<file path="config.mk">
export PLATFORM = sky130hd
export DESIGN_NAME = agen_stage
export DESIGN_NICKNAME = d
export VERILOG_FILES = /design/src/agen_pkg.sv /design/src/agen_ctrl_decode.sv /design/src/string_ptr_unit.sv /design/src/seg_limit_check.sv /design/src/addr_route.sv /design/src/agen_stage.sv
export VERILOG_INCLUDE_DIRS = /design/src /design/src/src
export SDC_FILE = /design/constraint.sdc
export NUM_CORES = 1
export LEC_CHECK = 0
export BUFFER_PORTS_ARGS = -buffer_cell sky130_fd_sc_hd__buf_2
export CORE_AREA = 4 4 256 258
export CTS_CLUSTER_SIZE = 20
export DETAILED_ROUTE_END_ITERATION = 6
export DIE_AREA = 0 0 260 262
export MAX_ROUTING_LAYER = met4
export PLACE_DENSITY = 0.81
export SYNTH_ARGS = -nofsm -noshare
export SYNTH_HDL_FRONTEND = slang
export SYNTH_HIERARCHICAL = 1
export SYNTH_SLANG_ARGS = --single-unit
</file>
<file path="constraint.sdc">
create_clock -name clk -period 22.2 [get_ports clk]
set_input_delay 4.44 -clock clk [delete_from_list [all_inputs] [get_ports clk]]
set_output_delay 4.44 -clock clk [all_outputs]
set_load 0.02 [all_outputs]
</file>
<file path="src/agen_defs.svh">
`ifndef AGEN_DEFS_SVH
`define AGEN_DEFS_SVH

// address and data path width
`define AGEN_ADDR_W 32

// segment register ids
`define AGEN_SEG_ID_W 3
`define AGEN_NUM_SEGS 8

// stack segment id, checked for stack accesses
`define AGEN_SEG_SS 2

// string pointer units, 0 is source (esi/ds), 1 is destination (edi/es)
`define AGEN_NUM_STR_PTRS 2

// mem_size code width
`define AGEN_SIZE_W 2

`endif

</file>
<file path="src/agen_pkg.sv">
`default_nettype none

`include "agen_defs.svh"

package agen_pkg;

   // uop control word, msb first
   typedef struct packed {
      logic [2:0] rsvd;
      logic       mux_imm1;
      logic       repne_steady;
      logic       cmps_first;
      logic       cmps_second;
      logic [1:0] rd_addr_sel;
      logic [1:0] wr_addr_sel;
      logic       jmp_stall;
      logic       near_ret;
      logic       far_ret;
      logic       ld_flags;
      logic       df_affected;
   } uop_ctrl_t;

   // decoded control for the stage
   typedef struct packed {
      logic [`AGEN_NUM_STR_PTRS-1:0] ptr_load;
      logic                          steady;
      logic                          second_uop;
      logic [1:0]                    rd_addr_sel;
      logic [1:0]                    wr_addr_sel;
      logic                          imm1;
   } agen_ctrl_t;

   // result of one string pointer unit
   typedef struct packed {
      logic [`AGEN_ADDR_W-1:0]   lin_addr;
      logic [`AGEN_ADDR_W-1:0]   base_offset;
      logic [`AGEN_SEG_ID_W-1:0] seg_id;
   } str_ptr_t;

   typedef logic [`AGEN_NUM_SEGS-1:0][`AGEN_ADDR_W-1:0] seg_limits_t;

   typedef logic signed [`AGEN_ADDR_W-1:0] step_t;

   // +1/+2/+4 bytes, negated when df is set
   function automatic step_t calc_step(input logic [`AGEN_SIZE_W-1:0] size, input logic df);
      step_t mag;
      case (size)
         2'd0:    mag = 1;
         2'd1:    mag = 2;
         default: mag = 4;
      endcase
      return df ? -mag : mag;
   endfunction

endpackage

`default_nettype wire

</file>
<file path="src/agen_ctrl_decode.sv">
`timescale 1ns/10ps
`default_nettype none

module agen_ctrl_decode
   import agen_pkg::*;
(
   input  logic       v,
   input  logic       ld_me,
   input  uop_ctrl_t  uop,
   output agen_ctrl_t ctrl,
   output logic       jmp_stall,
   output logic       v_ld_df
);

   logic ld_valid;

   // pointer state only moves on a valid latch load
   assign ld_valid = ld_me & v;

   always_comb begin
      ctrl = '0;
      // source unit on first cmps uop, destination on second
      ctrl.ptr_load[0] = ld_valid & uop.cmps_first;
      ctrl.ptr_load[1] = ld_valid & uop.cmps_second;
      ctrl.steady      = uop.repne_steady;
      ctrl.second_uop  = uop.cmps_second;
      ctrl.rd_addr_sel = uop.rd_addr_sel;
      ctrl.wr_addr_sel = uop.wr_addr_sel;
      ctrl.imm1        = uop.mux_imm1;
   end

   // stall fetch on jumps and returns
   assign jmp_stall = v & (uop.jmp_stall | uop.near_ret | uop.far_ret);

   // df load only when flags written and df actually affected
   assign v_ld_df = v & uop.ld_flags & uop.df_affected;

endmodule

`default_nettype wire

</file>
<file path="src/string_ptr_unit.sv">
`timescale 1ns/10ps
`default_nettype none

`include "agen_defs.svh"

module string_ptr_unit
   import agen_pkg::*;
(
   input  logic                      clk,
   input  logic                      rst_n,
   input  logic                      load,
   input  logic                      steady,
   input  logic [`AGEN_ADDR_W-1:0]   a,
   input  logic [`AGEN_SEG_ID_W-1:0] seg_id_in,
   input  logic [`AGEN_ADDR_W-1:0]   seg_base,
   input  step_t                     step,
   output str_ptr_t                  ptr
);

   logic [`AGEN_ADDR_W-1:0]   ptr_q;
   logic [`AGEN_ADDR_W-1:0]   lin_q;
   logic [`AGEN_SEG_ID_W-1:0] seg_q;
   logic [`AGEN_ADDR_W-1:0]   first_lin;
   logic [`AGEN_ADDR_W-1:0]   ptr_nxt;
   logic [`AGEN_ADDR_W-1:0]   lin_nxt;

   // first iteration address comes straight from the register operand
   assign first_lin = a + seg_base;

   // current access
   always_comb begin
      ptr.lin_addr    = steady ? lin_q + step : first_lin;
      ptr.base_offset = steady ? ptr_q : a;
      ptr.seg_id      = steady ? seg_q : seg_id_in;
   end

   // advance by the signed operand size
   assign ptr_nxt = (steady ? ptr_q : a) + step;
   assign lin_nxt = (steady ? lin_q : first_lin) + step;

   always_ff @(posedge clk or negedge rst_n) begin
      if (!rst_n) begin
         ptr_q <= '0;
         lin_q <= '0;
         seg_q <= '0;
      end else if (load) begin
         ptr_q <= ptr_nxt;
         lin_q <= lin_nxt;
         // segment latched only on the first iteration
         if (!steady) begin
            seg_q <= seg_id_in;
         end
      end
   end

endmodule

`default_nettype wire

</file>
<file path="src/seg_limit_check.sv">
`timescale 1ns/10ps
`default_nettype none

`include "agen_defs.svh"

module seg_limit_check
   import agen_pkg::*;
(
   input  logic                      v,
   input  logic                      mem_rd,
   input  logic                      mem_wr,
   input  agen_ctrl_t                ctrl,
   input  logic                      repne,
   input  logic [`AGEN_SEG_ID_W-1:0] seg1,
   input  logic [`AGEN_SIZE_W-1:0]   mem_size,
   input  logic [`AGEN_ADDR_W-1:0]   base_disp,
   input  logic [`AGEN_ADDR_W-1:0]   sib_si,
   input  logic [`AGEN_ADDR_W-1:0]   sp,
   input  logic [`AGEN_ADDR_W-1:0]   str_offset,
   input  logic [`AGEN_SEG_ID_W-1:0] str_seg,
   input  seg_limits_t               seg_limits,
   output logic                      seg_limit_exc
);

   logic                      stack_acc;
   logic                      str_acc;
   logic [`AGEN_ADDR_W-1:0]   offset;
   logic [`AGEN_SEG_ID_W-1:0] seg;
   logic [`AGEN_ADDR_W-1:0]   size_m1;
   logic [`AGEN_ADDR_W:0]     acc_end;

   assign stack_acc = (mem_rd & (ctrl.rd_addr_sel == 2'd1)) |
                      (mem_wr & (ctrl.wr_addr_sel == 2'd1));
   assign str_acc   = repne & ctrl.steady;

   always_comb begin
      if (stack_acc) begin
         offset = sp;
         seg    = `AGEN_SEG_ID_W'(`AGEN_SEG_SS);
      end else if (str_acc) begin
         offset = str_offset;
         seg    = str_seg;
      end else begin
         offset = base_disp + sib_si;
         seg    = seg1;
      end
   end

   // last byte touched, relative to offset
   always_comb begin
      case (mem_size)
         2'd0:    size_m1 = 32'd0;
         2'd1:    size_m1 = 32'd1;
         default: size_m1 = 32'd3;
      endcase
   end

   // one extra bit so a wrapping access still faults
   assign acc_end = {1'b0, offset} + {1'b0, size_m1};

   assign seg_limit_exc = v & (mem_rd | mem_wr) & (acc_end > {1'b0, seg_limits[seg]});

endmodule

`default_nettype wire

</file>
<file path="src/addr_route.sv">
`timescale 1ns/10ps
`default_nettype none

`include "agen_defs.svh"

module addr_route
   import agen_pkg::*;
(
   input  agen_ctrl_t                              ctrl,
   input  str_ptr_t [`AGEN_NUM_STR_PTRS-1:0]       ptr,
   input  logic [`AGEN_ADDR_W-1:0]                 seg_sum,
   input  logic [`AGEN_ADDR_W-1:0]                 stack_addr,
   input  logic [`AGEN_ADDR_W-1:0]                 intr_addr,
   input  logic [`AGEN_ADDR_W-1:0]                 a,
   input  logic [`AGEN_ADDR_W-1:0]                 b,
   input  logic                                    repne,
   output logic [`AGEN_ADDR_W-1:0]                 mem_rd_addr,
   output logic [`AGEN_ADDR_W-1:0]                 mem_wr_addr,
   output logic [`AGEN_ADDR_W-1:0]                 a_out,
   output logic [`AGEN_ADDR_W-1:0]                 b_out,
   output logic [`AGEN_ADDR_W-1:0]                 str_offset,
   output logic [`AGEN_SEG_ID_W-1:0]               str_seg
);

   str_ptr_t cur;

   // destination unit during the second cmps uop
   assign cur = ptr[ctrl.second_uop];

   always_comb begin
      case (ctrl.rd_addr_sel)
         2'd0:    mem_rd_addr = seg_sum;
         2'd1:    mem_rd_addr = stack_addr;
         2'd2:    mem_rd_addr = intr_addr;
         default: mem_rd_addr = cur.lin_addr;
      endcase
   end

   // writes only go to segment sum or stack
   assign mem_wr_addr = (ctrl.wr_addr_sel == 2'd1) ? stack_addr : seg_sum;

   assign str_offset = cur.base_offset;
   assign str_seg    = cur.seg_id;

   // string base replaces a while repne is iterating
   assign a_out = (repne & ctrl.steady) ? cur.base_offset : a;
   assign b_out = ctrl.imm1 ? `AGEN_ADDR_W'(1) : b;

endmodule

`default_nettype wire

</file>
<file path="src/agen_stage.sv">
`timescale 1ns/10ps
`default_nettype none

`include "agen_defs.svh"

module agen_stage
   import agen_pkg::*;
(
   input  logic                      clk,
   input  logic                      rst_n,
   input  logic                      v,
   input  logic                      ld_me,
   input  uop_ctrl_t                 uop,
   input  logic [`AGEN_ADDR_W-1:0]   a,
   input  logic [`AGEN_ADDR_W-1:0]   b,
   input  logic [`AGEN_ADDR_W-1:0]   sp,
   input  logic [`AGEN_ADDR_W-1:0]   base_disp,
   input  logic [`AGEN_ADDR_W-1:0]   sib_seg,
   input  logic [`AGEN_ADDR_W-1:0]   sib_si,
   input  logic [`AGEN_SEG_ID_W-1:0] seg1,
   input  logic [15:0]               seg1_base,
   input  logic [15:0]               seg2_base,
   input  logic [`AGEN_ADDR_W-1:0]   intr_addr,
   input  logic                      mem_rd,
   input  logic                      mem_wr,
   input  logic [`AGEN_SIZE_W-1:0]   mem_size,
   input  logic                      repne,
   input  logic                      df,
   input  seg_limits_t               seg_limits,
   output logic [`AGEN_ADDR_W-1:0]   mem_rd_addr,
   output logic [`AGEN_ADDR_W-1:0]   mem_wr_addr,
   output logic [`AGEN_ADDR_W-1:0]   a_out,
   output logic [`AGEN_ADDR_W-1:0]   b_out,
   output logic                      seg_limit_exc,
   output logic                      jmp_stall,
   output logic                      v_ld_df
);

   agen_ctrl_t                        ctrl;
   step_t                             step;
   str_ptr_t [`AGEN_NUM_STR_PTRS-1:0] ptr;
   logic [`AGEN_ADDR_W-1:0]           seg_sum;
   logic [`AGEN_ADDR_W-1:0]           stack_addr;
   logic [`AGEN_ADDR_W-1:0]           seg1_lin_base;
   logic [`AGEN_ADDR_W-1:0]           str_offset;
   logic [`AGEN_SEG_ID_W-1:0]         str_seg;

   // segment data holds the base in the upper half
   assign seg1_lin_base = {seg1_base, 16'h0000};
   assign seg_sum       = base_disp + sib_seg;
   assign stack_addr    = {seg2_base, 16'h0000} + sp;

   // shared by both pointer units
   assign step = calc_step(mem_size, df);

   agen_ctrl_decode u_ctrl_decode (
      .v         (v),
      .ld_me     (ld_me),
      .uop       (uop),
      .ctrl      (ctrl),
      .jmp_stall (jmp_stall),
      .v_ld_df   (v_ld_df)
   );

   for (genvar i = 0; i < `AGEN_NUM_STR_PTRS; i++) begin : g_str_ptr
      string_ptr_unit u_str_ptr (
         .clk       (clk),
         .rst_n     (rst_n),
         .load      (ctrl.ptr_load[i]),
         .steady    (ctrl.steady),
         .a         (a),
         .seg_id_in (seg1),
         .seg_base  (seg1_lin_base),
         .step      (step),
         .ptr       (ptr[i])
      );
   end

   seg_limit_check u_seg_limit_check (
      .v             (v),
      .mem_rd        (mem_rd),
      .mem_wr        (mem_wr),
      .ctrl          (ctrl),
      .repne         (repne),
      .seg1          (seg1),
      .mem_size      (mem_size),
      .base_disp     (base_disp),
      .sib_si        (sib_si),
      .sp            (sp),
      .str_offset    (str_offset),
      .str_seg       (str_seg),
      .seg_limits    (seg_limits),
      .seg_limit_exc (seg_limit_exc)
   );

   addr_route u_addr_route (
      .ctrl        (ctrl),
      .ptr         (ptr),
      .seg_sum     (seg_sum),
      .stack_addr  (stack_addr),
      .intr_addr   (intr_addr),
      .a           (a),
      .b           (b),
      .repne       (repne),
      .mem_rd_addr (mem_rd_addr),
      .mem_wr_addr (mem_wr_addr),
      .a_out       (a_out),
      .b_out       (b_out),
      .str_offset  (str_offset),
      .str_seg     (str_seg)
   );

endmodule

`default_nettype wire

</file>
**After elaboration in Yosys (flattened, before gate mapping)**

Index checks and enable logic that the tools add are counted.

- Bits in writable memories: 0
- Word-level logic and storage cells: 65
- Output and inout port bits: 131
- Bits in latches: 0
- Memories: 0
- Flip-flop bits (word level): 134
- Bits in read-only memories: 0
- Input port bits: 541

- Equality and inequality tests: 4
- Magnitude comparators: 3
- Reduce and logical (&&, ||, !) cells: 2
- Shifts and indexed selects: 0
- Bitwise logic cells: 15
- Div/mod/pow operators: 0
- Multiplexer cells: 23
- $add $sub $neg: 12
- Multiply operators: 0

Operators with widths:

| operator | number |
|---|---|
| 32-bit two-way mux | 13 |
| 32-bit adder | 10 |
| 67-bit two-way mux | 2 |
| 32-bit binary-select mux with 3-bit select | 1 |
| 32-bit one-hot mux with 3 select lines | 1 |
| 32-bit by 2-bit adder with 33-bit output | 1 |
| 33-bit by 32-bit > comparator with 1-bit output | 1 |
| 32-bit negator | 1 |
| 3-bit two-way mux | 4 |
| 1-bit bitwise AND | 11 |
| 2-bit by 1-bit equality test with 1-bit output (second input constant) | 3 |
| 3-bit one-hot mux with 2 select lines | 1 |
| 2-bit logical NOT | 2 |
| 3-bit by 4-bit < comparator with 1-bit output (second input constant) | 1 |
| 1-bit OR | 4 |
| 2-bit one-hot mux with 2 select lines | 1 |
| 2-bit equality test (second input constant) | 1 |
| 1-bit by 2-bit < comparator with 1-bit output (second input constant) | 1 |

**Longest topological paths before layout**

- Depth in word-level cells: 14
- Mapped depth: 28
- Mapped depth without buffers: 24

**Modules after synthesis**

The synthesis kept the hierarchy.

Modules (own cells, without submodules):

| module | seq. area each (um^2) | times used | area each (um^2) | cells each |
|---|---|---|---|---|
| string_ptr_unit (g_str_ptr[0].u_str_ptr) | 1676.6 | 1 | 9776.9 | 1192 |
| string_ptr_unit (g_str_ptr[1].u_str_ptr) | 1676.6 | 1 | 9585.4 | 1138 |
| seg_limit_check | 0.0 | 1 | 6038.3 | 964 |
| agen_stage | 0.0 | 1 | 2632.5 | 367 |
| addr_route | 0.0 | 1 | 2522.4 | 296 |
| agen_ctrl_decode | 0.0 | 1 | 80.1 | 11 |

**Least setup slack after synthesis**

Ideal clock, no wire load.

- Kind: input to output
- From: input port df
- To: output port mem_rd_addr[28]
- Path slack: 7.780 ns
- Data required time: 17.760 ns
- Stages: 16
- Arrival time: 9.980 ns
- Path buffers: 2
- Path through: clkbuf_1 ha_1 buf_2 a21o_1 a21o_1 a21oi_1 o21ai_0 a2111o_1 a31oi_4 o21ai_2 and3_4 a2111oi_2 o22ai_1 mux2_1 a222oi_1 nand2_1

RTL lines:

| what | line | source |
|---|---|---|
| start: declaration | agen_stage.sv:28 | `input logic df,` |
| end: declaration | agen_stage.sv:30 | `` output logic [`AGEN_ADDR_W-1:0] mem_rd_addr, `` |

==> impl_metrics.env <==
export IMPL_skew_ns=0.02156
export IMPL_synth_area_um2=30640
export IMPL_cts_made_buffers=17
export IMPL_post_drt_wl_per_cell_um=28.39
export IMPL_p_per_area_nw_per_um2=85.56
export IMPL_cts_hold_buf=0
export IMPL_power_mw=3.023
export IMPL_dp_cells=5355
export IMPL_synth_top_area_cell="ha_1"
export IMPL_worstSkewPairLatency_ns=0.50
export IMPL_max_stage_delay_ns=0.59
export IMPL_peakVddDrop_mv=0.06580
export IMPL_root_buffer="clkbuf_16"
export IMPL_clk_path_buf_depth=2
export IMPL_grt_max_degree=108
export IMPL_nFillCells=6130
export IMPL_cts_reportedPaths_clkPinSlew_ns=0.07
export IMPL_start_util_pct=48.65
export IMPL_cts_tree="built"
export IMPL_place_congestion=1.125
export IMPL_layout_drive_gt1_share_pct=25.39
export IMPL_chipHeight_um=262
export IMPL_post_cts_buffers=0
export IMPL_tightest_slew_ns=1.202
export IMPL_ys_flop_type="dfrtp_1"
export IMPL_relSlewSlack_pct=19.87
export IMPL_timing_fmax_ghz=0.06659
export IMPL_ys_seq_elements=134
export IMPL_grt_pass1_wl_mm=213.2
export IMPL_port_buffers=668
export IMPL_max_cap_violations=0
export IMPL_synth_edf_count=0
export IMPL_grt_antenna_before_repair=45
export IMPL_cpMostUsedCell="a21o_1"
export IMPL_crit_type="in2out"
export IMPL_worstPathArrival_ns=10.58
export IMPL_finalCritPeriodShare_pct=67.64
export IMPL_layout_common_cells="buf_2 (664), nand2_1 (516), ha_1 (364), a21oi_1 (338), mux2_2 (265)"
export IMPL_ys_warnings_count=6
export IMPL_hp_class="reg2reg"
export IMPL_die_area_um2=68120
export IMPL_timing_setup_tns_ns=0
export IMPL_seqCellArea_um2=3353
export IMPL_layout_commonest_cell="buf_2"
export IMPL_synth_cells=3968
export IMPL_num_rows=92
export IMPL_cp_slowest_cell="buf_4"
export IMPL_synth_avg_cell_area_um2=7.721
export IMPL_async_flop_share_pct=100.0
export IMPL_status="completed"
export IMPL_path_cells="buf_6 > buf_12 > mux2_2 > mux2_2 > mux2i_4 > buf_4 > nor2_4 > buf_4 > o221ai_1 > a21oi_1 > a31oi_1 > ha_1 > a21o_1 > a21o_1 > a21o_1 > a21o_1 > a21o_1 > a21o_1 > a21oi_1 > o21ai_0 > o21ai_0 > o41ai_2 > buf_2"
export IMPL_grt_overflow=0
export IMPL_seq_area_frac_synth_pct=10.95
export IMPL_path_delay_family="compound AO/OA/AOI/OAI gates"
export IMPL_cp_start_kind="input port"
export IMPL_worst_setup_path_end_kind="output port"
export IMPL_grt_pass1_vias=31870
export IMPL_period_minus_slack_ns=15.02
export IMPL_ioPinCount=672
export IMPL_slew_viol_final=0
export IMPL_die_w_um=260
export IMPL_nets=5445
export IMPL_hpwl_mm=128.0
export IMPL_drt_total_wl_mm=154.2
export IMPL_post_route_drc_count=0
export IMPL_grt_usage_pct=43.84
export IMPL_first_pass_iters=7
export IMPL_synth_distinct_cells=123
export IMPL_vias_per_cell=6.460
export IMPL_routed_via_count=35090
export IMPL_syn_to_final_growth_pct=15.34
export IMPL_antenna_left=0
export IMPL_clock_sinks=134
export IMPL_synth_top_area_share_pct=14.87
export IMPL_post_cts_resized=0
export IMPL_p_leak_nw=16.50
export IMPL_crit_buf_inv=5
export IMPL_finalSetupViolations=0
export IMPL_multi_input_area_um2=26330
export IMPL_htree_levels=4
export IMPL_synthTopCellsByArea="ha_1 (15%), dfrtp_1 (11%), mux2_2 (9.7%), nand2_1 (6.3%), a21oi_1 (5.5%)"
export IMPL_coreArea_um2=62970
export IMPL_drtIter0Drc=4332
export IMPL_finalHoldViolations=0
export IMPL_cp_max_fo=107
export IMPL_required_ns=17.76
export IMPL_final_cell_count_no_fill=5432
export IMPL_rsz0062_at_grt="false"
registers in the layout, summed over array words and instances (netlist names):
name	cells
g_str_ptr.u_str_ptr/lin_q	64
g_str_ptr.u_str_ptr/ptr_q	64
g_str_ptr.u_str_ptr/seg_q	6
metal layers:
layer	vias up	GRT usage, %	routed length, um
met5	-	-	0
met4	0	32.18	13090
met3	358	11.74	16300
met2	1868	62.68	65550
met1	16750	52.93	59300
li1	16120	-	-
synthesized netlist by cell type (31+ instances only):
| cell | number |
|---|---|
| o21ai_0 | 168 |
| inv_1 | 92 |
| nor2_1 | 191 |
| and3_1 | 46 |
| o221ai_1 | 67 |
| nand3_1 | 151 |
| dfrtp_1 | 134 |
| nor2b_1 | 72 |
| a21oi_1 | 338 |
| and2_1 | 31 |
| o21bai_1 | 40 |
| nand2_1 | 517 |
| a211oi_1 | 48 |
| nor3_1 | 73 |
| mux2_2 | 265 |
| a31oi_1 | 69 |
| o21ai_1 | 35 |
| ha_1 | 364 |
| a222oi_1 | 32 |
| xnor2_1 | 171 |
| o21a_1 | 54 |
| o211ai_1 | 35 |
| nand4_1 | 40 |
| xor2_1 | 101 |
| nand2b_1 | 46 |
| a21o_1 | 165 |
| clkbuf_1 | 130 |
per-stage QoR:
step                cell area (um2)  hold slack (ns)  utilization (%)  setup slack, ns
CTS                           35220           0.4814            55.94            7.320
global placement              34660           0.4569            55.04            7.400
finish                        35340           0.4793            56.12            7.184
floorplan                     30760           0.4376                -            7.780
global route                  35320           0.4991            56.10            6.930
detailed placement            34660           0.4598            55.04            7.356
report_power, final:
part           internal, mW  total, mW  switching [mW]
logic                 0.937       2.29            1.35
clock network         0.165      0.298           0.133
registers             0.357      0.437          0.0803
total                  1.46       3.02            1.56
area by class of cell:
type | instances | area share (%)
Sequential cell | 134 | 9.489
Clock inverter | 11 | 0.3612
Clock buffer | 21 | 1.246
Inverter | 92 | 0.9773
Antenna cell | 45 | 0.3187
Tap cell | 846 | 2.996
Multi-Input combinational cell | 3589 | 74.50
Timing Repair Buffer | 694 | 10.11
worst paths after layout:
kind / depth (start not counted) / slack (ns) / endpoint / startpoint
min in group asynchronous: 1 / 3.95 / g_str_ptr[1].u_str_ptr/ptr_q[6] / rst_n
max in group asynchronous: 2 / 16.72 / g_str_ptr[1].u_str_ptr/lin_q[31] / rst_n
max reg2reg: 14 / 18.45 / g_str_ptr[1].u_str_ptr/lin_q[30] / g_str_ptr[1].u_str_ptr/lin_q[0]
min: 1 / 0.48 / g_str_ptr[0].u_str_ptr/ptr_q[18] / g_str_ptr[0].u_str_ptr/ptr_q[18]
max: 23 / 7.18 / seg_limit_exc / uop[11]
min reg2reg: 1 / 0.48 / g_str_ptr[0].u_str_ptr/ptr_q[18] / g_str_ptr[0].u_str_ptr/ptr_q[18]
logic make-up (layout without fill, tap and decap cells):
group           Yosys count  after routing  synth area share (%)
fa+ha+maj               376            376                 15.65
xor+xnor                272            272                 7.776
mux                     316            316                 11.91
flops                   134            134                 10.95
compound gates         1293           1293                 29.45
other cells               1             79               0.01224
simple gates           1298           1298                 20.49
buf+inv                 278            818                 3.766
Power figures use the tool's default switching activity.
